--- config.mk ---
export PLATFORM = sky130hd
export DESIGN_NAME = fetch_frontend
export DESIGN_NICKNAME = d
export VERILOG_FILES = /design/src/verilog/warp_fetch_pkg.sv /design/src/verilog/fetch_frontend.sv /design/src/verilog/inst_buffer.sv /design/src/verilog/inst_fetch.sv /design/src/verilog/fetch_scheduler.sv /design/src/verilog/warp_pc_table.sv
export SDC_FILE = /design/constraint.sdc
export NUM_CORES = 1
export LEC_CHECK = 0
export ABC_CLOCK_PERIOD_IN_PS = 8300
export BUFFER_PORTS_ARGS = -buffer_cell sky130_fd_sc_hd__buf_4
export CELL_PAD_IN_SITES_DETAIL_PLACEMENT = 1
export CELL_PAD_IN_SITES_GLOBAL_PLACEMENT = 2
export CORE_UTILIZATION = 28
export DETAILED_ROUTE_END_ITERATION = 10
export GPL_ROUTABILITY_DRIVEN = 0
export HOLD_SLACK_MARGIN = 0.03
export MAX_ROUTING_LAYER = met4
export PLACE_DENSITY = 0.62
export SLEW_MARGIN = 15
export SYNTH_ARGS = -nofsm -noshare
export SYNTH_HDL_FRONTEND = slang
export SYNTH_HIERARCHICAL = 1
export SYNTH_SLANG_ARGS = --single-unit
export TNS_END_PERCENT = 20
--- constraint.sdc ---
create_clock -name clk -period 8.3 [get_ports clk]
set_input_delay 0 -clock clk [delete_from_list [all_inputs] [get_ports clk]]
set_output_delay 0 -clock clk [all_outputs]
set_load 0.01 [all_outputs]
--- src/verilog/warp_fetch_pkg.sv ---
////////////////////
// Warp fetch package
// Sizes, types and encodings shared by the SIMT fetch front end
////////////////////
package warp_fetch_pkg;

  // Core sizes
  localparam int warp_num  = 4;
  localparam int buf_depth = 2;
  localparam int pc_width  = 16;
  localparam int cnt_width = 6;

  typedef logic [$clog2(warp_num)-1:0] warp_num_t;
  typedef logic [pc_width-1:0] pc_t;

  typedef enum logic [1:0] {
    op_alu,
    op_mem,
    op_ctrl,
    op_exit
  } opcode_e;

  // Instruction word rule, applied by the fetch unit
  // Last instruction of a warp gets op_exit
  // Otherwise pc[3:2] picks 0 alu, 1 mem, 2 ctrl, 3 alu again
  // Immediate is the inverted low 12 pc bits
  typedef struct packed {
    opcode_e     opcode;
    warp_num_t   warp;
    logic [11:0] imm;
    pc_t         pc;
  } inst_t;

  typedef struct packed {
    warp_num_t            warp;
    pc_t                  start_pc;
    logic [cnt_width-1:0] count;
  } launch_t;

  // Last flag rides along so the fetch unit can form op_exit
  typedef struct packed {
    warp_num_t warp;
    pc_t       pc;
    logic      last;
  } fetch_req_t;

  typedef struct packed {
    warp_num_t warp;
    inst_t     inst;
  } fetch_done_t;

  typedef enum logic {
    pick_warp,
    wait_accept
  } sched_state_e;

endpackage
--- src/verilog/fetch_frontend.sv ---
////////////////////
// Fetch front end
// Pc table, scheduler, fetch pipeline and buffer
////////////////////
`timescale 1ns/100ps

module fetch_frontend (
  input  logic                    clk,
  input  logic                    rst_n,
  input  logic                    launch_valid,
  output logic                    launch_ready,
  input  warp_fetch_pkg::launch_t launch,
  output logic                    issue_valid,
  input  logic                    issue_ready,
  output warp_fetch_pkg::inst_t   issue
);
  import warp_fetch_pkg::*;

  logic [warp_num-1:0]      active;
  logic [warp_num-1:0]      last;
  logic [warp_num-1:0]      available;
  pc_t  [warp_num-1:0]      pcs;
  logic                     req_valid;
  logic                     req_ready;
  fetch_req_t               req;
  logic                     done_valid;
  fetch_done_t              done;

  warp_pc_table u_pc_table (
    .clk          (clk),
    .rst_n        (rst_n),
    .launch_valid (launch_valid),
    .launch_ready (launch_ready),
    .launch       (launch),
    .done_valid   (done_valid),
    .done         (done),
    .active       (active),
    .last         (last),
    .pcs          (pcs)
  );

  fetch_scheduler u_scheduler (
    .clk        (clk),
    .rst_n      (rst_n),
    .active     (active),
    .last       (last),
    .pcs        (pcs),
    .available  (available),
    .done_valid (done_valid),
    .done_warp  (done.warp),
    .req_valid  (req_valid),
    .req_ready  (req_ready),
    .req        (req)
  );

  // Done pulse goes to the table, the scheduler and the buffer
  inst_fetch u_fetch (
    .clk        (clk),
    .rst_n      (rst_n),
    .req_valid  (req_valid),
    .req_ready  (req_ready),
    .req        (req),
    .done_valid (done_valid),
    .done       (done)
  );

  inst_buffer u_buffer (
    .clk         (clk),
    .rst_n       (rst_n),
    .done_valid  (done_valid),
    .done        (done),
    .available   (available),
    .issue_valid (issue_valid),
    .issue_ready (issue_ready),
    .issue       (issue)
  );

endmodule

--- src/verilog/inst_buffer.sv ---
////////////////////
// Instruction buffer
// Per-warp FIFOs feeding one fixed-priority issue port
////////////////////
`timescale 1ns/100ps

module inst_buffer (
  input  logic                                clk,
  input  logic                                rst_n,
  input  logic                                done_valid,
  input  warp_fetch_pkg::fetch_done_t         done,
  output logic [warp_fetch_pkg::warp_num-1:0] available,
  output logic                                issue_valid,
  input  logic                                issue_ready,
  output warp_fetch_pkg::inst_t               issue
);
  import warp_fetch_pkg::*;

  typedef logic [$clog2(buf_depth)-1:0]   ptr_t;
  typedef logic [$clog2(buf_depth+1)-1:0] fcnt_t;

  inst_t                  mem_q [warp_num][buf_depth];
  ptr_t  [warp_num-1:0]   wr_ptr_q;
  ptr_t  [warp_num-1:0]   rd_ptr_q;
  fcnt_t [warp_num-1:0]   cnt_q;
  logic  [warp_num-1:0]   not_empty;
  logic                   hold_q;
  warp_num_t              hold_warp_q;
  warp_num_t              prio_warp;
  warp_num_t              sel;
  logic                   pop;

  always_comb begin
    for (int w = 0; w < warp_num; w++) begin
      not_empty[w] = (cnt_q[w] != '0);
      available[w] = (cnt_q[w] < fcnt_t'(buf_depth));
    end
  end

  // Lowest non-empty warp wins
  always_comb begin
    prio_warp = '0;
    for (int w = warp_num - 1; w >= 0; w--) begin
      if (not_empty[w]) begin
        prio_warp = warp_num_t'(w);
      end
    end
  end

  // Stalled offer stays on the same warp
  assign sel         = hold_q ? hold_warp_q : prio_warp;
  assign issue_valid = |not_empty;
  assign issue       = mem_q[sel][rd_ptr_q[sel]];
  assign pop         = issue_valid && issue_ready;

  always_ff @(posedge clk or negedge rst_n) begin
    if (!rst_n) begin
      wr_ptr_q    <= '0;
      rd_ptr_q    <= '0;
      cnt_q       <= '0;
      hold_q      <= 1'b0;
      hold_warp_q <= '0;
    end else begin
      for (int w = 0; w < warp_num; w++) begin
        logic push_w;
        logic pop_w;
        push_w = done_valid && done.warp == warp_num_t'(w);
        pop_w  = pop && sel == warp_num_t'(w);
        if (push_w) begin
          wr_ptr_q[w] <= (wr_ptr_q[w] == ptr_t'(buf_depth - 1)) ? '0 : wr_ptr_q[w] + 1'b1;
        end
        if (pop_w) begin
          rd_ptr_q[w] <= (rd_ptr_q[w] == ptr_t'(buf_depth - 1)) ? '0 : rd_ptr_q[w] + 1'b1;
        end
        // Push and pop together leave the count alone
        if (push_w && !pop_w) begin
          cnt_q[w] <= cnt_q[w] + 1'b1;
        end else if (pop_w && !push_w) begin
          cnt_q[w] <= cnt_q[w] - 1'b1;
        end
      end
      if (issue_valid && !issue_ready) begin
        hold_q      <= 1'b1;
        hold_warp_q <= sel;
      end else if (pop) begin
        hold_q <= 1'b0;
      end
    end
  end

  // Storage write
  always_ff @(posedge clk) begin
    if (done_valid) begin
      mem_q[done.warp][wr_ptr_q[done.warp]] <= done.inst;
    end
  end

endmodule

--- src/verilog/inst_fetch.sv ---
////////////////////
// Instruction fetch
// Two-stage read of the modeled instruction memory
////////////////////
`timescale 1ns/100ps

module inst_fetch (
  input  logic                        clk,
  input  logic                        rst_n,
  input  logic                        req_valid,
  output logic                        req_ready,
  input  warp_fetch_pkg::fetch_req_t  req,
  output logic                        done_valid,
  output warp_fetch_pkg::fetch_done_t done
);
  import warp_fetch_pkg::*;

  logic       s1_valid;
  fetch_req_t s1_req;
  inst_t      word;

  // Pipeline never stalls
  assign req_ready = 1'b1;

  // Memory stand-in, word is a function of the pc
  always_comb begin
    word.warp = s1_req.warp;
    word.pc   = s1_req.pc;
    word.imm  = ~s1_req.pc[11:0];
    if (s1_req.last) begin
      word.opcode = op_exit;
    end else begin
      case (s1_req.pc[3:2])
        2'd1:    word.opcode = op_mem;
        2'd2:    word.opcode = op_ctrl;
        // 0 and 3 both map to alu
        default: word.opcode = op_alu;
      endcase
    end
  end

  // Stage valids
  always_ff @(posedge clk or negedge rst_n) begin
    if (!rst_n) begin
      s1_valid   <= 1'b0;
      done_valid <= 1'b0;
    end else begin
      s1_valid   <= req_valid && req_ready;
      done_valid <= s1_valid;
    end
  end

  // Stage one takes the request, stage two the formed word
  always_ff @(posedge clk) begin
    if (req_valid && req_ready) begin
      s1_req <= req;
    end
    if (s1_valid) begin
      done.warp <= s1_req.warp;
      done.inst <= word;
    end
  end

endmodule

--- src/verilog/fetch_scheduler.sv ---
////////////////////
// Fetch scheduler
// Round-robin warp pick, one fetch in flight per warp
////////////////////
`timescale 1ns/100ps

module fetch_scheduler (
  input  logic                                                clk,
  input  logic                                                rst_n,
  input  logic [warp_fetch_pkg::warp_num-1:0]                 active,
  input  logic [warp_fetch_pkg::warp_num-1:0]                 last,
  input  warp_fetch_pkg::pc_t [warp_fetch_pkg::warp_num-1:0]  pcs,
  input  logic [warp_fetch_pkg::warp_num-1:0]                 available,
  input  logic                                                done_valid,
  input  warp_fetch_pkg::warp_num_t                           done_warp,
  output logic                                                req_valid,
  input  logic                                                req_ready,
  output warp_fetch_pkg::fetch_req_t                          req
);
  import warp_fetch_pkg::*;

  sched_state_e        state_q;
  warp_num_t           last_grant_q;
  warp_num_t           next_warp;
  logic                next_found;
  logic [warp_num-1:0] disabled_q;
  logic [warp_num-1:0] eligible;

  // Running, room in its FIFO, nothing in flight
  assign eligible = active & available & ~disabled_q;

  // Search starts one past the last grant
  always_comb begin : rr_search
    warp_num_t cand;
    next_found = 1'b0;
    next_warp  = last_grant_q;
    for (int i = 1; i <= warp_num; i++) begin
      cand = warp_num_t'(int'(last_grant_q) + i);
      if (!next_found && eligible[cand]) begin
        next_found = 1'b1;
        next_warp  = cand;
      end
    end
  end

  always_ff @(posedge clk or negedge rst_n) begin
    if (!rst_n) begin
      state_q      <= pick_warp;
      req_valid    <= 1'b0;
      last_grant_q <= warp_num_t'(warp_num - 1);
      disabled_q   <= '0;
    end else begin
      case (state_q)
        pick_warp: begin
          if (next_found) begin
            req_valid <= 1'b1;
            state_q   <= wait_accept;
          end
        end
        wait_accept: begin
          // Request held until taken
          if (req_ready) begin
            req_valid    <= 1'b0;
            last_grant_q <= req.warp;
            state_q      <= pick_warp;
          end
        end
        default: begin
          state_q <= pick_warp;
        end
      endcase
      // Fetch landed, warp may go again
      if (done_valid) begin
        disabled_q[done_warp] <= 1'b0;
      end
      // Granted warp is parked until its done
      if (req_valid && req_ready) begin
        disabled_q[req.warp] <= 1'b1;
      end
    end
  end

  // Request payload, latched at the pick
  always_ff @(posedge clk) begin
    if (state_q == pick_warp && next_found) begin
      req.warp <= next_warp;
      req.pc   <= pcs[next_warp];
      req.last <= last[next_warp];
    end
  end

endmodule

--- src/verilog/warp_pc_table.sv ---
////////////////////
// Warp pc table
// Per-warp pc and remaining count, launch and advance on fetch
////////////////////
`timescale 1ns/100ps

module warp_pc_table (
  input  logic                                                clk,
  input  logic                                                rst_n,
  input  logic                                                launch_valid,
  output logic                                                launch_ready,
  input  warp_fetch_pkg::launch_t                             launch,
  input  logic                                                done_valid,
  input  warp_fetch_pkg::fetch_done_t                         done,
  output logic [warp_fetch_pkg::warp_num-1:0]                 active,
  output logic [warp_fetch_pkg::warp_num-1:0]                 last,
  output warp_fetch_pkg::pc_t [warp_fetch_pkg::warp_num-1:0]  pcs
);
  import warp_fetch_pkg::*;

  logic [warp_num-1:0][cnt_width-1:0] cnt_q;
  logic                               launch_fire;

  // A busy warp holds off its own relaunch
  assign launch_ready = !active[launch.warp];
  assign launch_fire  = launch_valid && launch_ready;

  // Final instruction of each running warp
  always_comb begin
    for (int w = 0; w < warp_num; w++) begin
      last[w] = active[w] && (cnt_q[w] == cnt_width'(1));
    end
  end

  // Active flags
  always_ff @(posedge clk or negedge rst_n) begin
    if (!rst_n) begin
      active <= '0;
    end else begin
      for (int w = 0; w < warp_num; w++) begin
        if (launch_fire && launch.warp == warp_num_t'(w)) begin
          // Zero-length launch finishes at once
          active[w] <= (launch.count != '0);
        end else if (done_valid && done.warp == warp_num_t'(w) &&
                     cnt_q[w] == cnt_width'(1)) begin
          active[w] <= 1'b0;
        end
      end
    end
  end

  // Pc and count per warp
  always_ff @(posedge clk) begin
    for (int w = 0; w < warp_num; w++) begin
      if (launch_fire && launch.warp == warp_num_t'(w)) begin
        pcs[w]   <= launch.start_pc;
        cnt_q[w] <= launch.count;
      end else if (done_valid && done.warp == warp_num_t'(w)) begin
        // Step to next word
        pcs[w]   <= pcs[w] + pc_t'(4);
        cnt_q[w] <= cnt_q[w] - cnt_width'(1);
      end
    end
  end

endmodule

==> impl_metrics.xml <==
<?xml version="1.0" encoding="UTF-8"?>
<metrics>
  <group name="status">
    <metric name="run_status" unit="">complete, no violations</metric>
  </group>
  <group name="sta">
    <metric name="slew-limit-headroom" unit="">0.238</metric>
    <metric name="finClkSkew" unit="ns">0.0301</metric>
    <metric name="post-route-period-util" unit="">0.433</metric>
    <metric name="finalHoldViolCount" unit="">0</metric>
    <metric name="finalCriticalPeriod" unit="ns">3.60</metric>
    <metric name="fmax" unit="MHz">278</metric>
    <metric name="tns" unit="ns">0</metric>
    <metric name="setup-violations-final" unit="">0</metric>
    <metric name="final_critical_path_setup_slack" unit="ns">4.70</metric>
    <metric name="rsz0062_at_grt" unit="">false</metric>
    <metric name="worst-slew-pin-transition" unit="ns">1.14</metric>
    <metric name="max_transition_viols_final" unit="">0</metric>
  </group>
  <group name="synthesis">
    <metric name="postSynth.topFlopCell" unit="">sky130_fd_sc_hd__edfxtp_1</metric>
    <metric name="synth_nets" unit="">1388</metric>
    <metric name="seq_area_frac_synth" unit="">0.696</metric>
    <metric name="synth.largest_area_cell" unit="">sky130_fd_sc_hd__edfxtp_1</metric>
    <metric name="synthTopCellsByArea" unit="">sky130_fd_sc_hd__edfxtp_1 65%, sky130_fd_sc_hd__dfrtp_1 4.1%, sky130_fd_sc_hd__nand2_1 3.3%</metric>
    <metric name="async_flop_share" unit="">0.0738</metric>
    <metric name="synth_cell_types" unit="">67</metric>
    <metric name="gate_count_after_technology_mapping" unit="">1344</metric>
    <metric name="syn_area_per_cell" unit="sq um">14.2</metric>
    <metric name="postSynthRegisterBits" unit="">447</metric>
    <metric name="synthesized_cell_area" unit="sq mm">0.0190</metric>
    <metric name="synthDominantCellAreaShare" unit="">0.653</metric>
    <metric name="synth-edff-count" unit="">414</metric>
    <metric name="ys_warn_count" unit="">6</metric>
  </group>
  <group name="detailed_routing">
    <metric name="first_pass_iters" unit="">4</metric>
    <metric name="drtIter0Drc" unit="">546</metric>
    <metric name="antenna_violating_nets_post_route" unit="">0</metric>
    <metric name="routed_wire_length_per_instance" unit="microns">20.7</metric>
    <metric name="drcViolationCount" unit="">0</metric>
    <metric name="num_vias" unit="">11177</metric>
    <metric name="finalWirelength" unit="mm">48.6</metric>
    <metric name="viasPerCell" unit="">4.76</metric>
  </group>
  <group name="finish">
    <metric name="seqCellArea" unit="sq mm">0.0133</metric>
    <metric name="area_growth_syn_to_layout" unit="%">17.0</metric>
    <metric name="final_cell_mix" unit="">414 x sky130_fd_sc_hd__edfxtp_1, 165 x sky130_fd_sc_hd__nand2_1, 78 x sky130_fd_sc_hd__buf_4</metric>
    <metric name="layout.cells.most_common" unit="">sky130_fd_sc_hd__edfxtp_1</metric>
    <metric name="nNetsFinal" unit="">1481</metric>
    <metric name="post-route-util" unit="">0.331</metric>
    <metric name="fillers" unit="">7074</metric>
    <metric name="multi_input_comb_area" unit="sq mm">0.00518</metric>
    <metric name="fraction_of_layout_instances_using_a_drive_strength_above_1" unit="">0.139</metric>
  </group>
  <group name="clock_network">
    <metric name="clk_pin_slew" unit="ns">0.06</metric>
    <metric name="clock_tree_from_tritoncts" unit="">built</metric>
    <metric name="clock_latency" unit="ns">0.61</metric>
    <metric name="ctsLongestPathBuffers" unit="">3</metric>
    <metric name="cts_root_buf" unit="">sky130_fd_sc_hd__clkbuf_16</metric>
    <metric name="clock_sinks" unit="">447</metric>
    <metric name="clock_buffer_count_from_cts" unit="">48</metric>
    <metric name="cts_post_setup_buffers_inserted" unit="">0</metric>
    <metric name="postCtsResizedCells" unit="">0</metric>
    <metric name="clock_tree.htree_level_count" unit="">2</metric>
  </group>
  <group name="floorplan">
    <metric name="chipWidth" unit="microns">263</metric>
    <metric name="die_height" unit="microns">263</metric>
    <metric name="fp.dieArea" unit="sq mm">0.0691</metric>
    <metric name="floorplan.io_pins" unit="">62</metric>
    <metric name="floorplan.initialDensity" unit="">0.283</metric>
    <metric name="core" unit="sq mm">0.0673</metric>
    <metric name="num_rows" unit="">95</metric>
  </group>
  <group name="power_and_ir_drop">
    <metric name="cellPowerDensity" unit="mW/mm^2">392</metric>
    <metric name="vdd_drop_max" unit="mV">0.209</metric>
    <metric name="report.power.total" unit="uW">8730</metric>
    <metric name="p_leak" unit="uW">0.00757</metric>
  </group>
  <group name="setup_path">
    <metric name="critical_path.slowest_cell" unit="">sky130_fd_sc_hd__buf_4</metric>
    <metric name="critPathKind" unit="">reg2out</metric>
    <metric name="timing.critical_path.buf_inv" unit="">2</metric>
    <metric name="crit_path_most_repeated_cell" unit="">sky130_fd_sc_hd__buf_4</metric>
    <metric name="crit_path_cell_trace" unit="">or3_1 -&gt; o41ai_4 -&gt; buf_4 -&gt; a22o_1 -&gt; a221oi_1 -&gt; mux2i_1 -&gt; buf_4</metric>
    <metric name="max_stage_delay" unit="ns">0.69</metric>
    <metric name="timing.critical_path.arrival" unit="ns">3.60</metric>
    <metric name="required" unit="ns">8.30</metric>
    <metric name="critical_path.top_delay_family" unit="">buffers and inverters</metric>
    <metric name="timing.critical_path.fanout_max" unit="">65</metric>
    <metric name="worst_setup_sp_type" unit="">flip-flop</metric>
    <metric name="critical_path.endpoint_type" unit="">primary output</metric>
  </group>
  <group name="hold_path">
    <metric name="holdCritPathClass" unit="">in2reg</metric>
  </group>
  <group name="global_routing">
    <metric name="grt_max_degree" unit="">66</metric>
    <metric name="grt_overflow_total" unit="">0</metric>
    <metric name="grt_pass1_vias" unit="">11945</metric>
    <metric name="antenna_found_initial" unit="">1</metric>
    <metric name="grt_first_pass_wirelength" unit="mm">74.8</metric>
    <metric name="global_route.usage.total" unit="">0.146</metric>
  </group>
  <group name="place">
    <metric name="detailedPlacementHpwl" unit="mm">28.4</metric>
    <metric name="port_buffers" unit="">61</metric>
    <metric name="dp_slack" unit="ns">5.27</metric>
  </group>
  <group name="run">
    <metric name="maxCapViolCount" unit="">0</metric>
  </group>
</metrics>
[stage by stage]
step / area, sq um / std cells / hold WS (ns)
finish: 22300 / 2348 / 0.188
global route: 22300 / 2348 / 0.194
CTS: 22300 / 2347 / 0.170
detailed placement: 20300 / 2230 / -0.00149
global placement: 20300 / 2230 / -0.0135
floorplan: 19000 / 1344 / -0.296
[layout make-up]
class | count | share of cell area
Sequential cell | 447 | 0.595
Multi-Input combinational cell | 787 | 0.232
Clock buffer | 59 | 0.0590
Tap cell | 873 | 0.0490
Timing Repair Buffer | 108 | 0.0402
Clock inverter | 28 | 0.0159
Inverter | 45 | 0.00820
Antenna cell | 1 | 0.000112
[kinds of logic (layout without fill, tap and decap cells)]
group / count (synthesis) / count (layout) / share of synthesized area
compound gates: 279 / 279 / 0.107
flops: 447 / 447 / 0.696
other cells: 1 / 2 / 0.000197
xor+xnor: 84 / 84 / 0.0386
buf+inv: 110 / 240 / 0.0357
fa+ha+maj: 16 / 16 / 0.0105
mux: 36 / 36 / 0.0192
simple gates: 371 / 371 / 0.0926
[timing repair]
item / in CTS / in global routing
hold buffers: 30 / 0
endpoints found under the setup margin: 0 / 0
hold endpoints to repair: 132 / 0
[registers in the layout, indices dropped and copies added, names as in the netlist]
name,flops
u_pc_table/cnt_q,24
u_buffer/mem_q,256
u_fetch/done_valid,1
u_scheduler/req_valid,1
u_scheduler/last_grant_q,2
u_buffer/wr_ptr_q,4
u_buffer/rd_ptr_q,4
u_buffer/hold_q,1
u_buffer/hold_warp_q,2
u_fetch/s1_req,19
u_buffer/cnt_q,8
u_scheduler/disabled_q,4
u_scheduler/req,19
u_fetch/s1_valid,1
u_pc_table/pcs,64
u_pc_table/active,4
u_scheduler/state_q,1
u_fetch/done,32
[report_power, final]
group	total [uW]	internal (uW)	switching, uW
combinational	2510	907	1610
clock	2240	1320	917
sequential	3980	3470	509
[tightest hold or removal path: cells and delay by family]
| family | cells | cell delay (ns) |
|---|---|---|
| buffers and inverters | 2 | 0.66 |
| AO/OA/AOI/OAI | 1 | 0.07 |
[worst paths after layout]
| kind | endpoint | depth (start not counted) | startpoint | slack, ns |
|---|---|---|---|---|
| min in group asynchronous | u_scheduler/last_grant_q[1]$_DFFE_PN1P_ | 3 | rst_n | 0.48 |
| worst max-delay path | issue[3] | 7 | u_buffer/cnt_q[0]$_DFFE_PN0P_ | 4.70 |
| worst min register to register | u_fetch/done[12]$_DFFE_PP_ | 0 | u_fetch/s1_req[13]$_DFFE_PP_ | 0.40 |
| max in group asynchronous | u_buffer/wr_ptr_q[3]$_DFFE_PN0P_ | 4 | rst_n | 7.63 |
| worst max register to register | u_buffer/cnt_q[7]$_DFFE_PN0P_ | 8 | u_buffer/cnt_q[0]$_DFFE_PN0P_ | 5.33 |
| worst min-delay path | u_buffer/hold_warp_q[1]$_DFFE_PN0P_ | 3 | issue_ready | 0.19 |
[synth_stat cells (all sizes together) (32+ instances only)]
cell    number
a211oi      32
inv         43
and2        37
a22o        64
buf         48
xnor2       61
nand2      166
a221oi      32
nor2        68
o21ai       78
mux2i       34
a21oi       40
edfxtp     414
[layer usage]
metal	global-route usage	vias to the layer above	part of all wire
li1	-	5253	-
met1	0.188	5708	0.47
met2	0.240	157	0.48
met3	0.0231	59	0.032
met4	0.0370	0	0.017
met5	-	-	0
No activity file was read; power rests on OpenSTA's default activity.
